$ cat src/verilog/fetch_pkg.sv
// front end widths, rv32i opcodes, instruction format union, module structs, immediate helpers
package fetch_pkg;

  localparam int ADDR_WIDTH    = 32;
  localparam int MEM_ADDR_BITS = 17;  // 128 KB ram window
  localparam int BLOCK_WIDTH   = 1;   // log2 instructions per block
  localparam int CACHE_WIDTH   = 8;   // log2 blocks
  localparam int PRED_WIDTH    = 8;   // log2 counters
  localparam logic [ADDR_WIDTH-1:0] RESET_PC = '0;

  localparam logic [6:0] OP_LUI    = 7'b0110111;
  localparam logic [6:0] OP_AUIPC  = 7'b0010111;
  localparam logic [6:0] OP_JAL    = 7'b1101111;
  localparam logic [6:0] OP_JALR   = 7'b1100111;
  localparam logic [6:0] OP_BRANCH = 7'b1100011;
  localparam logic [6:0] OP_LOAD   = 7'b0000011;
  localparam logic [6:0] OP_STORE  = 7'b0100011;
  localparam logic [6:0] OP_IMM    = 7'b0010011;
  localparam logic [6:0] OP_REG    = 7'b0110011;

  // the six rv32i layouts, msb first
  typedef struct packed {
    logic [6:0] funct7;
    logic [4:0] rs2;
    logic [4:0] rs1;
    logic [2:0] funct3;
    logic [4:0] rd;
    logic [6:0] opcode;
  } r_fmt_t;

  typedef struct packed {
    logic [11:0] imm_11_0;
    logic [4:0]  rs1;
    logic [2:0]  funct3;
    logic [4:0]  rd;
    logic [6:0]  opcode;
  } i_fmt_t;

  typedef struct packed {
    logic [6:0] imm_11_5;
    logic [4:0] rs2;
    logic [4:0] rs1;
    logic [2:0] funct3;
    logic [4:0] imm_4_0;
    logic [6:0] opcode;
  } s_fmt_t;

  typedef struct packed {
    logic       imm_12;
    logic [5:0] imm_10_5;
    logic [4:0] rs2;
    logic [4:0] rs1;
    logic [2:0] funct3;
    logic [3:0] imm_4_1;
    logic       imm_11;
    logic [6:0] opcode;
  } b_fmt_t;

  typedef struct packed {
    logic [19:0] imm_31_12;
    logic [4:0]  rd;
    logic [6:0]  opcode;
  } u_fmt_t;

  typedef struct packed {
    logic       imm_20;
    logic [9:0] imm_10_1;
    logic       imm_11;
    logic [7:0] imm_19_12;
    logic [4:0] rd;
    logic [6:0] opcode;
  } j_fmt_t;

  typedef union packed {
    r_fmt_t r;
    i_fmt_t i;
    s_fmt_t s;
    b_fmt_t b;
    u_fmt_t u;
    j_fmt_t j;
  } inst_word_u;

  // element 0 sits at the lower address
  typedef inst_word_u [(1 << BLOCK_WIDTH)-1:0] block_t;

  typedef struct packed {
    logic                  en;
    logic [ADDR_WIDTH-1:0] pc;
  } fetch_req_t;

  typedef struct packed {
    logic       hit;
    inst_word_u inst;
  } fetch_rsp_t;

  typedef struct packed {
    logic                  fb_en;
    logic [ADDR_WIDTH-1:0] fb_pc;
    logic                  fb_taken;
  } feedback_t;

  typedef struct packed {
    logic                  en;
    logic [ADDR_WIDTH-1:0] pc;
  } redirect_t;

  typedef struct packed {
    logic [ADDR_WIDTH-1:0] pc;
    inst_word_u            inst;
    logic                  pred_taken;
  } fetched_t;

  typedef struct packed {
    logic [ADDR_WIDTH-1:0] pc;
    logic [6:0]            opcode;
    logic [2:0]            funct3;
    logic [6:0]            funct7;
    logic [4:0]            rd;
    logic [4:0]            rs1;
    logic [4:0]            rs2;
    logic [31:0]           imm;
    logic                  pred_taken;
  } decoded_t;

  // sign-extended immediates
  function automatic logic [31:0] imm_i(inst_word_u w);
    return {{20{w.i.imm_11_0[11]}}, w.i.imm_11_0};
  endfunction

  function automatic logic [31:0] imm_s(inst_word_u w);
    return {{20{w.s.imm_11_5[6]}}, w.s.imm_11_5, w.s.imm_4_0};
  endfunction

  function automatic logic [31:0] imm_b(inst_word_u w);
    return {{20{w.b.imm_12}}, w.b.imm_11, w.b.imm_10_5, w.b.imm_4_1, 1'b0};
  endfunction

  function automatic logic [31:0] imm_u(inst_word_u w);
    return {w.u.imm_31_12, 12'b0};
  endfunction

  function automatic logic [31:0] imm_j(inst_word_u w);
    return {{12{w.j.imm_20}}, w.j.imm_19_12, w.j.imm_11, w.j.imm_10_1, 1'b0};
  endfunction

endpackage
$ cat src/verilog/instruction_fetcher.sv
// pc register, next-pc choice, redirect handling and output holding register
`timescale 1ns/1ps

module instruction_fetcher #(
  parameter logic [fetch_pkg::ADDR_WIDTH-1:0] RESET_PC = fetch_pkg::RESET_PC
) (
  input  logic                             clk_in,
  input  logic                             rst_in,
  input  logic                             rdy_in,
  output fetch_pkg::fetch_req_t            req,
  input  fetch_pkg::fetch_rsp_t            rsp,
  output logic [fetch_pkg::ADDR_WIDTH-1:0] pred_pc,
  input  logic                             pred_taken,
  input  fetch_pkg::redirect_t             redirect,
  output fetch_pkg::fetched_t              fetched,
  output logic                             fetched_valid,
  input  logic                             dec_stall
);

  logic [fetch_pkg::ADDR_WIDTH-1:0] pc_q;
  logic [fetch_pkg::ADDR_WIDTH-1:0] next_pc;
  fetch_pkg::inst_word_u            inst;
  logic                             take;

  assign inst = rsp.inst;

  // no fetch for a pc that is about to be replaced
  assign req.en  = !redirect.en;
  assign req.pc  = pc_q;
  assign pred_pc = pc_q;

  // holding register empty, or drained on this edge
  assign take = rsp.hit && (!fetched_valid || !dec_stall);

  always_comb begin
    next_pc = pc_q + 32'd4;  // jalr falls through too
    if (inst.r.opcode == fetch_pkg::OP_JAL) begin
      next_pc = pc_q + fetch_pkg::imm_j(inst);
    end else if (inst.r.opcode == fetch_pkg::OP_BRANCH && pred_taken) begin
      next_pc = pc_q + fetch_pkg::imm_b(inst);
    end
  end

  always_ff @(posedge clk_in) begin
    if (rst_in) begin
      pc_q          <= RESET_PC;
      fetched_valid <= 1'b0;
    end else if (rdy_in) begin
      if (redirect.en) begin
        pc_q          <= redirect.pc;
        fetched_valid <= 1'b0;  // drop the old stream
      end else if (take) begin
        pc_q          <= next_pc;
        fetched_valid <= 1'b1;
      end else if (!dec_stall) begin
        fetched_valid <= 1'b0;  // consumed, nothing behind it
      end
    end
  end

  always_ff @(posedge clk_in) begin
    if (rdy_in && take) begin
      fetched.pc         <= pc_q;
      fetched.inst       <= rsp.inst;
      fetched.pred_taken <= pred_taken;
    end
  end

endmodule

$ cat config.mk
export PLATFORM = sky130hd
export DESIGN_NAME = instruction_fetcher
export DESIGN_NICKNAME = d
export VERILOG_FILES = /design/src/verilog/fetch_pkg.sv /design/src/verilog/instruction_fetcher.sv
export SDC_FILE = /design/constraint.sdc
export NUM_CORES = 1
export LEC_CHECK = 0
export CAP_MARGIN = 40
export CORE_MARGIN = 2
export CORE_UTILIZATION = 59
export CTS_CLUSTER_DIAMETER = 40
export DETAILED_ROUTE_END_ITERATION = 10
export DONT_BUFFER_PORTS = 1
export HOLD_SLACK_MARGIN = 0.06
export PLACE_DENSITY = 0.85
export RECOVER_POWER = 50
export REMOVE_ABC_BUFFERS = 1
export SYNTH_ARGS = -nofsm -noshare
export SYNTH_HDL_FRONTEND = slang
export SYNTH_SLANG_ARGS = --single-unit
$ cat constraint.sdc
create_clock -name clk_in -period 4.35 [get_ports clk_in]
set_clock_uncertainty 0.2 [all_clocks]
set_input_delay 0.2175 -clock clk_in [delete_from_list [all_inputs] [get_ports clk_in]]
set_output_delay 0.2175 -clock clk_in [all_outputs]
set_load 0.005 [all_outputs]
==> results.cfg, run 1 <==
[clocking]
cts_resized = 0
htreeDepth = 3
clk_pin_slew_worst_paths_ps = 70
worstSkewPairLatency_ps = 360
clock_path_buffers = 2
clkSinkCount = 98
cts_tree = done
root_buffer = clkbuf_16
tritoncts.num_buffers = 9
cts_hold_buffers = 73
cts_setup_buffers = 0

[worst_setup_path]
path_cells = inv_1 > fa_1 > nand2b_1 > a21oi_1 > o2111ai_1 > a31oi_1 > nand2b_4 > nor3b_1 > o21ai_0 > a311oi_1
crit_buf_inv = 1
cp-end-kind = flop
worstPathRequired_ps = 4420
cp_max_fo = 12
crit_slowest_cell = dfxtp_1
r2r_slack_ps = 840
worst-path-stages = 10
critPathKind = flop to flop
max_stage_delay_ps = 630
crit_family = compound AO/OA/AOI/OAI gates
worstReg2RegEnd = pred_pc[25]
crit_path_start_kind = flop
rr_worst_depth = 10
worstPathArrival_ps = 3580
rr_startpoint = pred_pc[2]

[floorplan]
io_pins = 202
die_x_um = 117
start_util_pct = 60.0
rows = 41
die_area_mm2 = 0.0136
core_mm2 = 0.0125
die_h_um = 117

[layout]
utilization_pct = 67.9
fillers = 992
seq_area_mm2 = 0.00261
multi_input_area_mm2 = 0.00444
finish.net_count = 989
final_layout_size_suffix_gt1_share_pct = 6.84
antennaDiodeCount = 0
area.growth.synth_to_final_pct = 13.2

[yosys]
synth_area_mm2 = 0.00751
yosysSeqAreaShare_pct = 34.8
syn_inst = 843
synth_top_cell_by_area = edfxtp_1
ys_seq_elements = 98
synth_edf_count = 65
synth.top_cell.area_share_pct = 26.0
synth.area.top_cells = edfxtp_1 26%, dfxtp_1 8.8%, ha_1 7.3%
async_flop_share_pct = 0
yosys_warnings = 0
ys.flop_type = edfxtp_1
netlist_top_cells_count = 73 x a21oi_1, 73 x nand2_1, 65 x edfxtp_1, 52 x nor2_1, 52 x o21ai_0
synth_cell_type_count = 81
syn_area_per_cell_um2 = 8.91

[placement]
place_congestion = 1.01
dpl.hpwl_um = 16300
port_buffers = 0

[routing]
dr_total_vias = 7174
drc_errors = 0
dr.pass1.iters = 6
drtIter0Drc = 989
wl_per_cell_um = 23.3
wl_um = 24500
antenna_left = 0
via_per_inst = 6.84

[hold_path]
min_to = pred_pc[19]
min-delay-path-class = input port to flop
min_delay_path_depth = 4
hold_start = rst_in

[timing]
holdWs_ps = 72.7
setup_viol = 0
post-route-period-util_pct = 80.8
slew_violations = 0
relSlewSlack_pct = 6.40
rsz0062_at_grt = no
finalCriticalPeriod_ps = 3510
final-hold-violation-count = 0
tightest_slew_ps = 1400
setup_tns_ps = 0
fmax_mhz = 285

[power_and_ir_drop]
p_total_uw = 2540
ir_drop_uv = 183
clkPwrFrac_pct = 32.1
p_comb_share_pct = 23.8
p_int_uw = 1750
switchingPower_uw = 799
power_frac_seq_pct = 44.1
leakage_uw = 0.00318
p_per_area_mw_per_mm2 = 299
swShare_pct = 31.4

[global_route]
grt_pass1_wl_um = 37400
grt_overflow = 0
grt_pass1_vias = 6826
antenna_found_initial = 0
grt_max_degree = 45
track_usage_pct = 36.0

[flow_run]
maxCapViolations = 0

[run_status]
status = completed
-- metrics by stage --
step | cells | setup slack, ps | cell area, um2
final | 1049 | 837 | 8500
after global placement | 958 | 1070 | 7450
after floorplan | 770 | 146 | 7090
after detailed placement | 959 | 912 | 7460
after CTS | 1048 | 884 | 8490
after global routing | 1049 | 532 | 8500
-- cell families (layout without fill, tap and decap cells) --
| family | count (synthesis) | in the layout | synth area share, % |
|---|---|---|---|
| compound gates | 295 | 295 | 27.0 |
| xor+xnor | 53 | 53 | 6.18 |
| fa+ha+maj | 46 | 46 | 7.87 |
| buf+inv | 90 | 124 | 6.40 |
| flops | 98 | 98 | 34.8 |
| mux | 6 | 6 | 0.800 |
| simple gates | 255 | 255 | 16.9 |
-- final cells by class --
type,instances,area share [%]
repair buffers,91,10.3
clock buffers,10,2.69
inverters,17,0.751
clock inverters,6,0.780
well taps,172,2.53
flip-flops and latches,98,30.7
multi-input cells,655,52.2
-- tightest hold or removal path: cells and delay by family --
family                 cells  cell delay [ps]
AND/OR/NAND/NOR            1               20
buffers and inverters      1              190
AO/OA/AOI/OAI              2              150
-- power by group through the flow --
stage / registers, uW / logic, uW / clock network (uW)
CTS: 1120 / 589 / 812
finish: 1120 / 606 / 816
detailed placement: 1140 / 517 / 0
global route: 1130 / 657 / 861
floorplan: 1130 / 399 / 0
global placement: 1140 / 512 / 0
-- flip-flops by register name, indices dropped and copies added, names as in the netlist --
signal,flops
fetched_valid,1
pred_pc,32
fetched,65
-- layout by cell type, fill, tap and decap left out, types with 6 or more instances in the layout --
master,instances
nand3_1,35
nand2_1,73
nor3_1,11
mux2i_1,6
a31oi_1,8
edfxtp_1,65
a211oi_1,12
and3_1,11
or3_1,10
clkbuf_16,9
dfxtp_1,33
a221oi_1,7
and2_1,6
inv_1,17
a221o_1,6
o211ai_1,14
a21oi_1,72
xor2_1,24
a21o_1,25
nand4_1,18
xnor2_1,29
o21ai_0,52
dlygate4sd3_1,72
ha_1,44
buf_4,14
o221ai_1,11
nor2_1,52
o21ai_1,17
nand2b_1,10
o21a_1,6
-- routing by layer --
metal  wire (um)  global-route usage [%]  vias to the layer above
li1            -                       -                     3240
met1        9520                    46.2                     3328
met2       11200                    58.2                      518
met3        2780                    6.80                       88
met4        1050                    18.4                        0
met5           0                       0                        -
-- worst max-delay path by stage --
stage	from	to	slack (ps)
finish	pred_pc[2]	pred_pc[25]	840
global route	pred_pc[2]	pred_pc[21]	530
CTS	pred_pc[2]	pred_pc[25]	880
detailed placement	pred_pc[2]	pred_pc[23]	910
global placement	pred_pc[2]	pred_pc[23]	1070
floorplan	fetched_valid	fetched[0]	150
(Power assumes the default switching activity.)
==> run 2: changes to the inputs <==
ABC_AREA = 1   (was not set)
clock period = 3 ns   (was 4.35 ns; I/O delays follow)
==> run 2 against run 1 <==
Against the previous run:
- die area is 15% higher
- critical path depth decreased by 1
- core utilization increased by 0.089 points
- critical path type unchanged
- sequential power increased by 44%
- setup slack lost 710 ps
- highest routed layer unchanged
- non-clock buffer count is 23 higher
- via count up 37%
- largest power group unchanged
- global-route usage up 5.9 points
- area after synthesis up 15%
- sequential share of layout area shrank 4.1 points
- first-iteration DRC count up 65%
==> results.cfg, run 2 <==
[run_status]
status = completed

[clocking]
htreeDepth = 3
clk_pin_slew_worst_paths_ps = 80
cts_tree = done
clkSinkCount = 98
root_buffer = clkbuf_16
clock_path_buffers = 2
cts_setup_buffers = 0
tritoncts.num_buffers = 9
worstSkewPairLatency_ps = 370

[timing]
fmax_mhz = 348
holdWs_ps = 134
relSlewSlack_pct = 36.9
finalCriticalPeriod_ps = 2870
setup_viol = 0
tightest_slew_ps = 947
post-route-period-util_pct = 95.7
slew_violations = 0
rsz0062_at_grt = no
final-hold-violation-count = 0

[layout]
final_cell_mix = 410 x nand2_1, 170 x inv_1, 129 x nor2_1
layout_commonest_cell = nand2_1
final_area_mm2 = 0.00981
antennaDiodeCount = 0
area.growth.synth_to_final_pct = 13.5
utilization_pct = 68.0
final_layout_size_suffix_gt1_share_pct = 6.13
largest_register_ffs = 65
regMostFlops = fetched
finish.net_count = 1514
fin_cells = 1586

[yosys]
muxShareOfSynthArea_pct = 0.130
synth.area.top_cells = edfxtp_1 23%, nand2_1 18%, dfxtp_1 7.6%
synth_area_mm2 = 0.00864
ys_seq_elements = 98
yosys_warnings = 0
syn_area_per_cell_um2 = 6.48
synthSimpleGateAreaFrac_pct = 34.3
yosysSeqAreaShare_pct = 30.2
netlist_top_cells_count = 412 x nand2_1, 170 x inv_1, 130 x nor2_1, 116 x a21oi_1, 91 x nand3_1
synth.top_cell.area_share_pct = 22.6
syn_inst = 1334
ys.flop_type = edfxtp_1
synth-compound-area-share_pct = 14.4
async_flop_share_pct = 0
synth_cell_type_count = 49
synth_top_family_by_area = simple AND/OR/NAND/NOR gates
synth-xor-area-share_pct = 1.93
synth_top_cell_by_area = edfxtp_1
synth_fa_ha_area_share_pct = 6.84
synth.most_common_cell = nand2_1
synth_edf_count = 65

[power_and_ir_drop]
p_per_area_mw_per_mm2 = 427
p_total_uw = 4190
ir_drop_uv = 265
leakage_uw = 0.00457

[global_route]
track_usage_pct = 41.9
grt_overflow = 0
grt_max_degree = 68
grt_pass1_wl_um = 50600
grt_pass1_vias = 8878
antenna_found_initial = 0

[routing]
met2_length_um = 15000
dr_total_vias = 9817
wl_um = 34300
highest_layer = met4
dr.pass1.iters = 7
drtIter0Drc = 1633
wl_per_cell_um = 21.6
antenna_left = 0
wl_met3_um = 4800
drc_errors = 0
via_per_inst = 6.19
wl_met1_um = 13000

[flow_run]
maxCapViolations = 0

[worst_setup_path]
worstPathRequired_ps = 3050
cp-end-kind = flop
path_cells = ha_1 > a21oi_1 > o21ai_0 > a21oi_1 > nand2_2 > a21oi_1 > o21ai_0 > nand3_1 > a21oi_1
crit_slowest_cell = dfxtp_1
critPathKind = flop to flop
max_stage_delay_ps = 480
cp_max_fo = 5
worstPathArrival_ps = 2920
crit_path_start_kind = flop
crit_top_cell = a21oi_1

[floorplan]
core_mm2 = 0.0144
io_pins = 202
die_h_um = 125
rows = 44
die_x_um = 125
die_area_mm2 = 0.0156
start_util_pct = 59.9

[placement]
place_congestion = 1.02
placed_area_mm2 = 0.00881
dpl.hpwl_um = 24300
dpl.cell_count = 1497
port_buffers = 0

[hold_path]
min-delay-path-class = input port to flop
-- run 2: cell types whose count changed after synthesis, moves of 19 or more --
cell	delta
a21o_1	-24
a21oi_1	+43
inv_1	+153
nand2_1	+339
nand3_1	+56
nor2_1	+78
o21ai_0	+19
xnor2_1	-19
-- run 2: what timing repair did --
action                                  4_1_cts  5_1_grt
hold endpoints to repair                     66        0
hold buffers                                 71        0
resized for setup                             0        6
endpoints found under the setup margin        0       10
-- run 2: kinds of logic after synthesis --
group | after synthesis
simple gates | 704
buf+inv | 238
compound gates | 228
flops | 98
fa+ha+maj | 46
xor+xnor | 19
mux | 1
-- run 2: layout make-up --
| cell class | instances | area [um2] |
|---|---|---|
| multi-input combinational | 998 | 5000 |
| sequential | 98 | 2620 |
| inverter | 176 | 661 |
| clock buffer | 10 | 239 |
| timing repair buffer | 114 | 982 |
| clock inverter | 6 | 73.8 |
| tap | 184 | 230 |
| fill | 1285 | 4620 |
-- run 2: power by group --
group / switching, uW / internal (uW) / leakage [uW]
registers: 78.1 / 1530 / 0.000890
clock network: 600 / 682 / 0.000147
logic: 882 / 418 / 0.00353
-- run 2: through the flow --
step	TNS (ps)	setup WS, ps
2_1_floorplan	-191240	-3610
3_3_place_gp	0	341
3_5_place_dp	0	253
4_1_cts	0	215
5_1_grt	0	5.97
6_report	0	129
-- run 2: worst paths after layout --
check | start | to | slack, ps | cells after the start
worst max-delay path | pred_pc[17] | pred_pc[18] | 130 | 9
worst min-delay path | rsp[20] | pred_pc[11] | 130 | 6
worst max register to register | pred_pc[17] | pred_pc[18] | 130 | 9
worst min register to register | pred_pc[1] | fetched[34] | 310 | 0
-- run 2: routing by layer --
layer  global-route usage (%)  up-vias
met5                        0        -
met2                     64.5      849
met1                     58.0     4391
met4                     16.6        0
li1                         -     4446
met3                     8.94      131
-- run 2: critical path, delay by kind of cell, from the launching register on --
| family | cells | cell delay, ps |
|---|---|---|
| adder cells (fa/ha/maj) | 1 | 370 |
| AO/OA/AOI/OAI | 6 | 1420 |
| flip-flops | 1 | 480 |
| AND/OR/NAND/NOR | 2 | 290 |
==> run 3: changes to the inputs <==
CORE_UTILIZATION = 40   (was 59)
PLACE_DENSITY = 0.63   (was 0.85)
==> run 3 against run 2 <==
Against the previous run:
- non-clock buffer count up 12
- wire length decreased by 3.5%
- sequential power barely moved
- hold slack worse by 66 ps
- largest power group unchanged
- global-route usage fell by 13 points
- via count decreased by 6.4%
==> results.cfg, run 3 (synthesis gave the netlist of run 2 again) <==
[clocking]
clk_pin_slew_worst_paths_ps = 70
worstSkewPairLatency_ps = 370
clkSinkCount = 98
cts_tree = done
htreeDepth = 3
tritoncts.num_buffers = 9
clock_path_buffers = 2
root_buffer = clkbuf_16

[global_route]
grt_overflow = 0
grt_max_degree = 68
grt_pass1_vias = 8516
track_usage_pct = 29.2
grt_pass1_wl_um = 49700
antenna_found_initial = 0

[worst_setup_path]
crit_path_start_kind = flop
cp-startpoint = pred_pc[14]
critPathKind = flop to flop
rr_startpoint = pred_pc[14]
max_stage_delay_ps = 450
crit_buf_inv = 1
cp_max_fo = 7
path_cells = clkbuf_1 > nand2_1 > nor2_1 > nand4_1 > nor2_1 > nand2_1 > or2_2 > nand3_1 > nand3_1 > nand3_1 > nand2_1 > a21oi_1
cp-end-kind = flop
crit_family = simple AND/OR/NAND/NOR gates
crit_slowest_cell = dfxtp_1
worstPathRequired_ps = 3090
worstPathArrival_ps = 2960

[timing]
finalCriticalPeriod_ps = 2870
rsz0062_at_grt = no
fmax_mhz = 349
relSlewSlack_pct = 38.3
final-hold-violation-count = 0
setup_viol = 0
setup_tns_ps = 0
tightest_slew_ps = 922
holdWs_ps = 68.3
slew_violations = 0
post-route-period-util_pct = 95.6
fin_ws_ps = 132

[power_and_ir_drop]
clkPwrFrac_pct = 28.5
p_int_uw = 2560
power_frac_seq_pct = 39.5
p_per_area_mw_per_mm2 = 403
swShare_pct = 36.8
leakage_uw = 0.00464
switchingPower_uw = 1490
p_comb_share_pct = 32.0
ir_drop_uv = 246

[placement]
place_congestion = 1.03
dpl.hpwl_um = 25000
dpl.cell_count = 1587
port_buffers = 0
pre_cts_slack_ps = 240

[flow_run]
maxCapViolations = 0

[layout]
final_cell_mix = 411 x nand2_1, 170 x inv_1, 129 x nor2_1
multi_input_area_mm2 = 0.00501
seq_area_mm2 = 0.00262
area.growth.synth_to_final_pct = 16.3
antennaDiodeCount = 0
utilization_pct = 47.6
final_layout_size_suffix_gt1_share_pct = 5.94
fillers = 2238
regMostFlops = fetched
finish.net_count = 1526
fin_cells = 1689
largest_register_ffs = 65
layout_commonest_cell = nand2_1

[floorplan]
io_pins = 202
start_util_pct = 41.0
die_area_mm2 = 0.0228
die_h_um = 151
core_mm2 = 0.0211
die_x_um = 151
rows = 53

[run_status]
status = completed

[routing]
dr_total_vias = 9184
drtIter0Drc = 783
via_per_inst = 5.44
dr.pass1.iters = 5
drc_errors = 0
wl_per_cell_um = 19.6
antenna_left = 0
wl_um = 33100

[hold_path]
hold_start = redirect[32]
min-delay-path-class = input port to flop
run 3: cell types whose count changed in the layout (fill, tap and decap cells not counted), sizes merged:
cell,change
dlygate4sd3,+14
bufinv,-1
clkbuf,-1
clkinv,+1
inv,-1
run 3: metrics by stage:
| stage | cell area, um2 | total power [uW] |
|---|---|---|
| after global placement | 8920 | 2770 |
| final | 10000 | 4040 |
| after detailed placement | 8950 | 2790 |
| after global routing | 10000 | 4260 |
| after CTS | 10100 | 4050 |
| after floorplan | 8250 | 2400 |
run 3: layout make-up:
type	instances	area share [%]
clock buffer	11	2.42
clock inverter	5	0.374
inverter	176	6.58
multi-input combinational	998	49.9
sequential	98	26.0
tap	275	3.43
timing repair buffer	126	11.3
run 3: per-layer routing:
layer | share of wire (%) | global-route usage [%] | vias up
met5 | 0 | 0 | -
met4 | 2.1 | 7.71 | 0
met3 | 8.5 | 4.52 | 41
met2 | 45 | 47.6 | 388
met1 | 44 | 40.3 | 4282
li1 | - | - | 4473
run 3: worst paths after layout:
| check | end | slack [ps] | cells after the start |
|---|---|---|---|
| max | pred_pc[22] | 130 | 12 |
| min | pred_pc[21] | 70 | 3 |
| max reg2reg | pred_pc[22] | 130 | 12 |
| min reg2reg | fetched[34] | 330 | 0 |
run 3: repair_timing:
item,4_1_cts,5_1_grt
buffers inserted,0,0
hold buffers,86,0
gates resized for setup,0,4
setup endpoints to repair,0,7
hold endpoints to repair,66,0
run 3: worst register-to-register path, cell delays in order (launching register included):
cell      delay, ps
dfxtp_1         450
clkbuf_1        420
nand2_1         160
nor2_1          220
nand4_1         270
nor2_1          170
nand2_1         180
or2_2           330
nand3_1          80
nand3_1          80
nand3_1         100
nand2_1          50
a21oi_1         100
run 3: power by group through the flow:
stage	registers [uW]	clock network [uW]	logic [uW]
detailed placement	1630	0	1160
global placement	1620	0	1150
finish	1600	1150	1290
floorplan	1650	0	745
global route	1610	1220	1440
CTS	1600	1170	1280
